--- src/include/mreg_params.svh ---
`ifndef MREG_PARAMS_SVH
`define MREG_PARAMS_SVH

// --------------------------------------------------
// bus field widths
// --------------------------------------------------

// master side is fixed to a 32-bit address
`define MREG_ADDR_W 32
`define MREG_OPCODE_W 8
`define MREG_BE_W 4

// longest message is 6 + 6 + 8 = 20 flits
`define MREG_FLIT_W 5

// saturating count of results lost while a report is pending
`define MREG_DROP_W 8

`define MREG_NUM_RULES 7

// --------------------------------------------------
// flit counts per message section
// --------------------------------------------------

`define MREG_HDR_FLITS 6
`define MREG_ADDR16_FLITS 2
`define MREG_ADDR48_FLITS 6
`define MREG_DATA32_FLITS 4
`define MREG_DATA64_FLITS 8

`endif

--- src/rtl/mreg_msg_pkg.sv ---
`include "mreg_params.svh"

package mreg_msg_pkg;

   // --------------------------------------------------
   // register access message fields
   // --------------------------------------------------

   typedef logic [`MREG_OPCODE_W-1:0] opcode_t;

   typedef logic [`MREG_ADDR_W-1:0] addr_t;

   // used for both fbe and sbe
   typedef logic [`MREG_BE_W-1:0] be_t;

   // message length in flits, header included
   typedef logic [`MREG_FLIT_W-1:0] flit_cnt_t;

   // --------------------------------------------------
   // opcodes of the register access group
   // --------------------------------------------------

   // memory space
   localparam opcode_t OP_MRD = 8'h00;
   localparam opcode_t OP_MWR = 8'h01;

   // io space
   localparam opcode_t OP_IORD = 8'h02;
   localparam opcode_t OP_IOWR = 8'h03;

   // configuration space
   localparam opcode_t OP_CFGRD = 8'h04;
   localparam opcode_t OP_CFGWR = 8'h05;

   // reads are even, writes odd
   localparam int OP_WRITE_BIT = 0;

endpackage

--- src/rtl/mreg_check_pkg.sv ---
`include "mreg_params.svh"

package mreg_check_pkg;

   // --------------------------------------------------
   // access rules, one violation bit each
   // --------------------------------------------------

   localparam int RULE_OPCODE = 0;
   localparam int RULE_POSTED_READ = 1;
   localparam int RULE_POSTED_CFGIO_WR = 2;
   localparam int RULE_NPWRITE = 3;
   localparam int RULE_CFGIO_ADDRLEN = 4;
   localparam int RULE_DW_ALIGN = 5;
   localparam int RULE_QW_ALIGN = 6;

   // bit set means the rule was broken
   typedef logic [`MREG_NUM_RULES-1:0] rule_vec_t;

   // --------------------------------------------------
   // report side
   // --------------------------------------------------

   // four-phase report sequencing
   typedef enum logic [1:0] {
      IDLE,
      REQ,
      RELEASE
   } ctrl_state_e;

   typedef logic [`MREG_DROP_W-1:0] drop_cnt_t;

   // counter holds here once reached
   localparam drop_cnt_t DROP_MAX = '1;

endpackage

--- src/rtl/mreg_rec_if.sv ---
`timescale 1ns/10ps

// one captured transfer, strobed by valid for a single cycle
interface mreg_rec_if;
   import mreg_msg_pkg::*;

   logic valid;
   opcode_t opcode;
   logic posted;
   logic npwrite;
   logic addrlen;
   be_t fbe;
   be_t sbe;
   addr_t addr;
   flit_cnt_t flits;

   modport src (
      output valid, opcode, posted, npwrite, addrlen, fbe, sbe, addr, flits
   );

   modport dst (
      input valid, opcode, posted, npwrite, addrlen, fbe, sbe, addr, flits
   );

endinterface

--- src/rtl/mreg_res_if.sv ---
`timescale 1ns/10ps

// one evaluated message, no back-pressure toward the evaluator
interface mreg_res_if;
   import mreg_msg_pkg::*;
   import mreg_check_pkg::*;

   logic valid;
   rule_vec_t rules;
   flit_cnt_t flits;
   logic posted;

   modport src (output valid, rules, flits, posted);

   modport dst (input valid, rules, flits, posted);

endinterface

--- src/rtl/mreg_capture.sv ---
`timescale 1ns/10ps
`include "mreg_params.svh"

module mreg_capture (
   input logic clk,
   input logic reset,
   input logic mreg_irdy,
   input logic mreg_trdy,
   input logic mreg_pmsgip,
   input logic mreg_nmsgip,
   input logic mreg_npwrite,
   input logic mreg_addrlen,
   input mreg_msg_pkg::opcode_t mreg_opcode,
   input mreg_msg_pkg::be_t mreg_fbe,
   input mreg_msg_pkg::be_t mreg_sbe,
   input mreg_msg_pkg::addr_t mreg_addr,
   mreg_rec_if.src rec
);
   import mreg_msg_pkg::*;

   logic accept;
   flit_cnt_t addr_flits;
   flit_cnt_t data_flits;
   flit_cnt_t flits_next;

   // a transfer counts only while one of the message flags is up
   assign accept = mreg_irdy && mreg_trdy && (mreg_pmsgip || mreg_nmsgip);

   // --------------------------------------------------
   // message length
   // --------------------------------------------------

   // addrlen 1 selects the long address form
   assign addr_flits = mreg_addrlen ? flit_cnt_t'(`MREG_ADDR48_FLITS)
                                    : flit_cnt_t'(`MREG_ADDR16_FLITS);

   // reads carry no data, writes one or two dwords by sbe
   always_comb begin
      if (!mreg_opcode[OP_WRITE_BIT])
         data_flits = '0;
      else if (mreg_sbe == '0)
         data_flits = flit_cnt_t'(`MREG_DATA32_FLITS);
      else
         data_flits = flit_cnt_t'(`MREG_DATA64_FLITS);
   end

   assign flits_next = flit_cnt_t'(`MREG_HDR_FLITS) + addr_flits + data_flits;

   // --------------------------------------------------
   // record register
   // --------------------------------------------------

   always_ff @(posedge clk or negedge reset) begin
      if (!reset)
         rec.valid <= 1'b0;
      else
         rec.valid <= accept;
   end

   always_ff @(posedge clk) begin
      if (accept) begin
         rec.opcode <= mreg_opcode;
         // both flags together are treated as non-posted
         rec.posted <= mreg_pmsgip && !mreg_nmsgip;
         rec.npwrite <= mreg_npwrite;
         rec.addrlen <= mreg_addrlen;
         rec.fbe <= mreg_fbe;
         rec.sbe <= mreg_sbe;
         rec.addr <= mreg_addr;
         rec.flits <= flits_next;
      end
   end

   // every message is a whole number of dwords
   flits_dw_multiple: assert property (
      @(posedge clk) disable iff (!reset)
      rec.valid |-> (rec.flits[1:0] == 2'b00)
   ) else $error("mreg_capture: flit count %0d is not a dword multiple", rec.flits);

endmodule

--- src/rtl/mreg_rule_eval.sv ---
`timescale 1ns/10ps

module mreg_rule_eval (
   input logic clk,
   input logic reset,
   mreg_rec_if.dst rec,
   mreg_res_if.src res
);
   import mreg_msg_pkg::*;
   import mreg_check_pkg::*;

   logic is_mem;
   logic is_io;
   logic is_cfg;
   logic is_valid;
   logic is_read;
   logic is_write;
   rule_vec_t rules_next;

   // --------------------------------------------------
   // opcode groups
   // --------------------------------------------------

   assign is_mem = (rec.opcode == OP_MRD) || (rec.opcode == OP_MWR);
   assign is_io = (rec.opcode == OP_IORD) || (rec.opcode == OP_IOWR);
   assign is_cfg = (rec.opcode == OP_CFGRD) || (rec.opcode == OP_CFGWR);
   assign is_valid = is_mem || is_io || is_cfg;

   // read and write only within the six known opcodes
   assign is_write = is_valid && rec.opcode[OP_WRITE_BIT];
   assign is_read = is_valid && !rec.opcode[OP_WRITE_BIT];

   // --------------------------------------------------
   // access rules
   // --------------------------------------------------

   always_comb begin
      rules_next = '0;
      rules_next[RULE_OPCODE] = !is_valid;
      // reads always expect a completion
      rules_next[RULE_POSTED_READ] = rec.posted && is_read;
      rules_next[RULE_POSTED_CFGIO_WR] = rec.posted && is_write && (is_io || is_cfg);
      // npwrite has to agree with the message class
      rules_next[RULE_NPWRITE] = is_write && (rec.npwrite != !rec.posted);
      // io and cfg space only use the short address
      rules_next[RULE_CFGIO_ADDRLEN] = (is_io || is_cfg) && rec.addrlen;
      rules_next[RULE_DW_ALIGN] = ((is_mem || is_io) && (rec.addr[1:0] != 2'b00))
                                  || (is_cfg && rec.addr[1]);
      // a second dword needs a qword aligned start
      rules_next[RULE_QW_ALIGN] = is_valid && (rec.sbe != '0) && rec.addr[2];
   end

   // --------------------------------------------------
   // result register
   // --------------------------------------------------

   always_ff @(posedge clk or negedge reset) begin
      if (!reset)
         res.valid <= 1'b0;
      else
         res.valid <= rec.valid;
   end

   always_ff @(posedge clk) begin
      if (rec.valid) begin
         res.rules <= rules_next;
         res.flits <= rec.flits;
         res.posted <= rec.posted;
      end
   end

   // no record is lost or duplicated on the way to the control
   result_follows_record: assert property (
      @(posedge clk) disable iff (!reset)
      res.valid == $past(rec.valid)
   ) else $error("mreg_rule_eval: result strobe out of step with record strobe");

endmodule

--- src/rtl/mreg_check_ctrl.sv ---
`timescale 1ns/10ps

module mreg_check_ctrl (
   input logic clk,
   input logic reset,
   mreg_res_if.dst res,
   input logic rpt_ack,
   output logic rpt_req,
   output mreg_check_pkg::rule_vec_t rpt_rules,
   output mreg_msg_pkg::flit_cnt_t rpt_flits,
   output logic rpt_posted,
   output mreg_check_pkg::drop_cnt_t drop_count
);
   import mreg_check_pkg::*;

   ctrl_state_e state;
   logic take;

   // only an idle control can accept a new result
   assign take = res.valid && (state == IDLE);

   // --------------------------------------------------
   // four-phase report FSM
   // --------------------------------------------------

   always_ff @(posedge clk or negedge reset) begin
      if (!reset) begin
         state <= IDLE;
         rpt_req <= 1'b0;
      end else begin
         case (state)
            IDLE: begin
               if (res.valid) begin
                  state <= REQ;
                  rpt_req <= 1'b1;
               end
            end
            REQ: begin
               // hold the request until the environment answers
               if (rpt_ack) begin
                  state <= RELEASE;
                  rpt_req <= 1'b0;
               end
            end
            RELEASE: begin
               if (!rpt_ack)
                  state <= IDLE;
            end
            default: begin
               state <= IDLE;
               rpt_req <= 1'b0;
            end
         endcase
      end
   end

   always_ff @(posedge clk) begin
      if (take) begin
         rpt_rules <= res.rules;
         rpt_flits <= res.flits;
         rpt_posted <= res.posted;
      end
   end

   // results seen while busy are lost, count them
   always_ff @(posedge clk or negedge reset) begin
      if (!reset)
         drop_count <= '0;
      else if (res.valid && (state != IDLE) && (drop_count != DROP_MAX))
         drop_count <= drop_count + 1'b1;
   end

   report_stable: assert property (
      @(posedge clk) disable iff (!reset)
      rpt_req && $past(rpt_req) |-> $stable({rpt_rules, rpt_flits, rpt_posted})
   ) else $error("mreg_check_ctrl: report fields changed during request");

   req_rise_from_idle: assert property (
      @(posedge clk) disable iff (!reset)
      $rose(rpt_req) |-> ($past(state) == IDLE)
   ) else $error("mreg_check_ctrl: request raised outside idle");

endmodule

--- src/rtl/mreg_checker_top.sv ---
`timescale 1ns/10ps

module mreg_checker_top (
   input logic clk,
   input logic reset,
   input logic mreg_irdy,
   input logic mreg_trdy,
   input logic mreg_pmsgip,
   input logic mreg_nmsgip,
   input logic mreg_npwrite,
   input logic mreg_addrlen,
   input mreg_msg_pkg::opcode_t mreg_opcode,
   input mreg_msg_pkg::be_t mreg_fbe,
   input mreg_msg_pkg::be_t mreg_sbe,
   input mreg_msg_pkg::addr_t mreg_addr,
   input logic rpt_ack,
   output logic rpt_req,
   output mreg_check_pkg::rule_vec_t rpt_rules,
   output mreg_msg_pkg::flit_cnt_t rpt_flits,
   output logic rpt_posted,
   output mreg_check_pkg::drop_cnt_t drop_count
);

   // --------------------------------------------------
   // stage links
   // --------------------------------------------------

   mreg_rec_if u_rec_if ();
   mreg_res_if u_res_if ();

   // stage 1, sample the bus
   mreg_capture u_mreg_capture (
      .clk (clk),
      .reset (reset),
      .mreg_irdy (mreg_irdy),
      .mreg_trdy (mreg_trdy),
      .mreg_pmsgip (mreg_pmsgip),
      .mreg_nmsgip (mreg_nmsgip),
      .mreg_npwrite (mreg_npwrite),
      .mreg_addrlen (mreg_addrlen),
      .mreg_opcode (mreg_opcode),
      .mreg_fbe (mreg_fbe),
      .mreg_sbe (mreg_sbe),
      .mreg_addr (mreg_addr),
      .rec (u_rec_if.src)
   );

   // stage 2, rule checks
   mreg_rule_eval u_mreg_rule_eval (
      .clk (clk),
      .reset (reset),
      .rec (u_rec_if.dst),
      .res (u_res_if.src)
   );

   // stage 3, report handshake
   mreg_check_ctrl u_mreg_check_ctrl (
      .clk (clk),
      .reset (reset),
      .res (u_res_if.dst),
      .rpt_ack (rpt_ack),
      .rpt_req (rpt_req),
      .rpt_rules (rpt_rules),
      .rpt_flits (rpt_flits),
      .rpt_posted (rpt_posted),
      .drop_count (drop_count)
   );

endmodule

--- config.mk ---
export PLATFORM = sky130hd
export DESIGN_NAME = mreg_checker_top
export DESIGN_NICKNAME = d
export VERILOG_FILES = /design/src/rtl/mreg_msg_pkg.sv /design/src/rtl/mreg_check_pkg.sv /design/src/rtl/mreg_rec_if.sv /design/src/rtl/mreg_res_if.sv /design/src/rtl/mreg_capture.sv /design/src/rtl/mreg_rule_eval.sv /design/src/rtl/mreg_check_ctrl.sv /design/src/rtl/mreg_checker_top.sv
export VERILOG_INCLUDE_DIRS = /design/src /design/src/include
export SDC_FILE = /design/constraint.sdc
export NUM_CORES = 1
export LEC_CHECK = 0
export BUFFER_PORTS_ARGS = -buffer_cell sky130_fd_sc_hd__buf_2
export CAP_MARGIN = 0
export CORE_MARGIN = 4
export CORE_UTILIZATION = 48
export CTS_CLUSTER_DIAMETER = 80
export CTS_CLUSTER_SIZE = 25
export DETAILED_ROUTE_END_ITERATION = 10
export GPL_TIMING_DRIVEN = 0
export PLACE_DENSITY = 0.87
export SYNTH_ARGS = -nofsm -noshare
export SYNTH_HDL_FRONTEND = slang
export SYNTH_SLANG_ARGS = --single-unit
--- constraint.sdc ---
create_clock -name clk -period 2.5 [get_ports clk]
set_input_delay 0.125 -clock clk [delete_from_list [all_inputs] [get_ports clk]]
set_output_delay 0.125 -clock clk [all_outputs]
set_load 0.005 [all_outputs]
# After elaboration in Yosys (flattened, before gate mapping)
# Cells that the tools add are included.
[classes]
add_sub_neg = 3
n_eq_ne = 12
muxes = 10
bitwise = 1
reduce_logical = 37
[op_table]
columns = ["op", "n"]
rows = [
  ["1-bit logical AND", 17],
  ["8-bit by 2-bit equality test with 1-bit output, second input constant", 2],
  ["8-bit by 3-bit equality test with 1-bit output, second input constant", 2],
  ["8-bit by 1-bit adder with 8-bit output, second input constant", 1],
  ["8-bit by 1-bit equality test with 1-bit output, second input constant", 1],
  ["8-bit logical NOT", 1],
  ["1-bit logical OR", 8],
  ["4-bit two-way mux", 2],
  ["8-bit != test, second input constant", 1],
  ["2-bit two-way mux", 3],
  ["2-bit != test, second input constant", 3],
  ["2-bit one-hot mux with 3 select lines", 1],
  ["3-bit AND reduction", 2],
  ["3-bit by 5-bit adder with 5-bit output, first input constant", 1],
  ["5-bit by 4-bit adder with 5-bit output", 1],
  ["1-bit logical NOT", 4],
  ["4-bit logical NOT", 1],
  ["2-bit nonzero test", 2],
  ["4-bit nonzero test", 1],
  ["3-bit two-way mux", 1],
  ["1-bit one-hot mux with 3 select lines", 1],
  ["2-bit by 1-bit equality test with 1-bit output, second input constant", 1],
  ["2-bit equality test, second input constant", 1],
  ["2-bit logical NOT", 1],
  ["other kinds (3)", 4],
]
[word_totals]
ff_bits = 62
input_bits = 57
output_inout_bits = 22
word_cells = 81

# Longest topological paths before layout
[depth]
word_depth = 7
ltp_mapped = 6
ltp_nobuf = 6

# By module
# From an unflattened synthesis, not the netlist that was laid out.
[unflattened]
cells_unflattened = 163
area_unflattened_um2 = 3278.1
[by_module_without_submodules]
columns = ["mod", "instances", "cells_per_inst", "area_per_inst_um2", "seq_area_each_um2"]
rows = [
  ["mreg_capture", 1, 68, 1742.9, 1646.6],
  ["mreg_check_ctrl", 1, 63, 967.2, 665.6],
  ["mreg_rule_eval", 1, 32, 568.0, 415.4],
]

# Least setup slack after synthesis
# OpenSTA, ideal clock, no wires.
[synth_timing]
kind = "register to register"
startpoint = "register u_mreg_check_ctrl.state[0]"
endpoint = "register u_mreg_check_ctrl.rpt_flits[2] (enable)"
setup_ps = 396
arrival_ps = 1430
t_required_ps = 2104
setup_slack_ps = 674
path_stages_with_launch = 3
path_buffers = 1
period_less_slack_ps = 1826
path_cell_list = "dfrtp_1 -> clkbuf_1 -> nor3b_1"
[synth_via]
elab_chain_len = 2
[synth_lines]
columns = ["element", "line", "source"]
rows = [
  ["from (decl)", "mreg_check_ctrl.sv:16", "ctrl_state_e state;"],
  ["from (signal assigned)", "mreg_check_ctrl.sv:28", "state <= IDLE;"],
  ["from (signal assigned)", "mreg_check_ctrl.sv:34", "state <= REQ;"],
  ["from (signal assigned)", "mreg_check_ctrl.sv:41", "state <= RELEASE;"],
  ["2-bit logical NOT", "mreg_check_ctrl.sv:20", "assign take = res.valid && (state == IDLE);"],
  ["1-bit logical AND", "mreg_check_ctrl.sv:20", ""],
  ["via u_mreg_check_ctrl.take", "mreg_check_ctrl.sv:17", "logic take;"],
  ["to (signal assigned)", "mreg_check_ctrl.sv:60", "rpt_flits <= res.flits;"],
  ["to (decl)", "mreg_check_ctrl.sv:10", "output mreg_msg_pkg::flit_cnt_t rpt_flits,"],
]
# The timed path passes the listed nets, and every way through them passes these cells.
# A chain may end at the register's enable or synchronous reset.

# Final worst setup path
[layout_timing]
startpoint = "input mreg_sbe[1]"
endpoint = "register u_mreg_capture.rec.flits[3], data pin"
[layout_via]
elab_chain_len = 4
[layout_lines]
columns = ["element", "line", "source"]
rows = [
  ["from (decl)", "mreg_checker_top.sv:14", "input mreg_msg_pkg::be_t mreg_sbe,"],
  ["4-bit logical NOT", "mreg_capture.sv:41", "else if (mreg_sbe == '0)"],
  ["4-bit two-way mux", "mreg_capture.sv:41", ""],
  ["4-bit two-way mux", "mreg_capture.sv:39", "if (!mreg_opcode[OP_WRITE_BIT])"],
  ["5-bit by 4-bit adder with 5-bit output", "mreg_capture.sv:47", "assign flits_next = flit_cnt_t'(`MREG_HDR_FLITS) + addr_flits + data_flits;"],
  ["via u_mreg_capture.flits_next[3]", "mreg_capture.sv:24", "flit_cnt_t flits_next;"],
  ["to (signal assigned)", "mreg_capture.sv:70", "rec.flits <= flits_next;"],
  ["to (decl)", "mreg_rec_if.sv:18", "output valid, opcode, posted, npwrite, addrlen, fbe, sbe, addr, flits"],
]
# The timed path passes the listed nets, and every way through them passes these cells.

==> run metrics <==
outcome=complete, no violations; Placed Instances=219; first-pass GRT wire length=5290 um; die area=0.00548 mm^2; Nets=252; largest net degree at the start of global routing=23; Net Sw Frac=0.251; multi-input gate area in the final layout=442 um^2; worst clock skew=0.00397 ns; initial antenna violation count=0; Pins Over Slew Limit=0; Die Y=74 um; RSZ-0062 raised after global routing=no; R2R setup slack=0.90 ns; hpwl dp=2060 um; synthesis-stage register bit count=56; Post-synth ARST share=0.232; effective utilization at floorplan=0.508; Port Buf Inserts=43; Die W=74 um; GPL Wtd Cong=0.786; Rows=23; VDD IR max=0.490 mV; root buffer cell=clkbuf_8; Crit path arrival time=1.79 ns; CP Launch Type=input pin; top-count cell post-synth=edfxtp_1; mapped cell area=0.00209 mm^2; Cell Count, Final, Fillers Out=243; Synth Area per Inst=16.7 um^2; Area contributors post-synth=edfxtp_1 62%, dfrtp_1 16%, ha_1 1.8%; P_leak=0.00104 uW; Critical Path RT=2.58 ns; clk sinks=56; Clock Path Buffers=2; Pre-antenna DRT Iters=4; Clk pwr share=0.248; filler cell count in the final layout=299; Max Freq=586 MHz; Distinct cells, synth=39; final critical-path share of the clock period=0.682; Setup-failing EPs final=0; cell count of the worst hold path=1; Primary FF master, synth=edfxtp_1; antenna cells=0; Routed Antenna Nets=0; Worst Hold End=u_mreg_capture.rec.sbe[2]; internal power=1460 uW; Area Overhead vs Synth=25.9%; total track usage=0.131; Yosys top cell area share=0.618; Synth area leader=edfxtp_1; Fin. Hold Viols=0; H-tree Lvls=2; synth cell count leaders=43 x edfxtp_1, 13 x dfrtp_1, 6 x a21oi_1, 6 x nor2_1, 5 x inv_1; worst reg2reg startpoint=u_mreg_capture.rec.opcode[5]; via count=1197; YS warnings=0; post-synthesis sequential area ratio=0.773; largest fanout on the critical path=2; Final Instance Area=0.00263 mm^2; Pwr Total=1950 uW; CTS clk-pin slew, worst paths=0.10 ns; # IOs=79; Post-DP Area=0.00237 mm^2; overall routed net length=3070 um; Hold Startpoint=mreg_sbe[2]; worst skew pair latency=0.30 ns; share of power burned in registers=0.608; post-cts gate resize count=0; total grt overflow=0; R2R Path End=u_mreg_rule_eval.res.rules[1]; worst hold path type=in2reg; Post-CTS Setup Bufs=0; # DRC=0; vias in the first global route=1164; Comb power frac=0.144; PwrDens=741 mW/mm^2; worst-margin pin slew=0.784 ns; Post-synth EDFFs=43; total area of sequential cells=0.00162 mm^2; WL per Instance=12.6 um; vias per cell=4.93; setup TNS=0 ns; core outline area=0.00412 mm^2; Worst setup EP type=register; crit path time final=1.71 ns; drt initial violations=112; worst-case reg-to-reg path depth=3; WS Path Type=in2reg; layout cells sized above 1=0.306; Num CTS Buffers=5; CTS tree=yes; MaxCap Viol Count=0; net switching power=490 uW; instance count of the mapped netlist=125; crit path from=mreg_sbe[1]; relative slew slack=0.478
[how the worst max path moves through the flow]
stage / cells past startpoint / endpoint / slack (ns)
5_1_grt: 8 / u_mreg_capture.rec.flits[3] / 0.72
3_3_place_gp: 2 / u_mreg_check_ctrl.rpt_flits[2] / 0.46
4_1_cts: 2 / u_mreg_check_ctrl.rpt_flits[3] / 0.47
2_1_floorplan: 2 / u_mreg_check_ctrl.rpt_flits[2] / 0.67
6_report: 8 / u_mreg_capture.rec.flits[3] / 0.79
3_5_place_dp: 2 / u_mreg_check_ctrl.rpt_flits[3] / 0.48
[routing by layer]
metal	vias to the layer above	GRT usage	routed length [um]
met2	36	0.223	1620
met5	-	0	0
met3	4	0.0405	211
li1	601	-	-
met1	556	0.150	1180
met4	0	0.0664	57
[cell families (layout without fill, tap and decap cells)]
logic type                 Yosys count  in the layout  synth area share
AOI/OAI and AO/OA                   22             22            0.0778
xor gates and xnor gates             4              4            0.0168
adders and majority gates            3              3            0.0180
buffers and inverters                9             76            0.0197
DFF                                 56             56             0.773
muxes                                3              3            0.0156
other                                1              2           0.00179
and+or+nand+nor                     27             27            0.0772
[stage by stage]
step	util	setup slack, ns	hold WS [ns]
2_1_floorplan	-	0.674	-0.171
6_report	0.639	0.794	0.00707
3_5_place_dp	0.576	0.476	0.0236
3_3_place_gp	0.576	0.458	0.0225
4_1_cts	0.636	0.465	0.000361
5_1_grt	0.639	0.719	0.000435
[sequential cells by signal, summed over array words and instances (netlist names), 2 cells and up]
name	flops
u_mreg_rule_eval.res.flits	3
u_mreg_check_ctrl.state	2
u_mreg_capture.rec.opcode	8
u_mreg_capture.rec.addr	3
u_mreg_check_ctrl.rpt_rules	7
u_mreg_check_ctrl.rpt_flits	3
u_mreg_rule_eval.res.rules	7
u_mreg_capture.rec.sbe	4
u_mreg_check_ctrl.drop_count	8
u_mreg_capture.rec.flits	3
[cell usage in the layout (no fill, tap or decap), types with 3 or more instances in the layout]
cell type and instances:
xnor2_1 3, clkbuf_8 5, nor2_1 6, and2_1 3
a21oi_1 6, dfrtp_1 13, ha_1 3, buf_2 43
dlygate4sd3_1 16, nand2_1 3, edfxtp_1 43, nor3_1 3
inv_1 5
[what timing repair did]
action,CTS,global route
endpoints found under the hold margin,27,1
setup endpoints to repair,0,0
hold buffers,15,1
[critical path, stage by stage]
cell,delay [ns]
dlygate4sd3_1,0.54
buf_2,0.13
nor4_1,0.36
and2_1,0.18
ha_1,0.13
inv_1,0.04
ha_1,0.26
inv_1,0.03
[area by class of cell]
type                    count  area share
inverters                   5     0.00713
multi-input cells          61       0.168
flip-flops and latches     56       0.614
clock inverters             3     0.00951
plain buffers               4     0.00856
clock buffers               5      0.0262
well taps                  50      0.0238
repair buffers             59       0.143
[power groups by stage]
stage / Combinational [uW] / Clock [uW] / Sequential [uW]
2_1_floorplan: 149 / 0 / 1200
3_3_place_gp: 247 / 0 / 1200
3_5_place_dp: 256 / 0 / 1210
4_1_cts: 275 / 500 / 1190
5_1_grt: 319 / 545 / 1200
6_report: 281 / 484 / 1190
No activity file was read; power rests on OpenSTA's default activity.
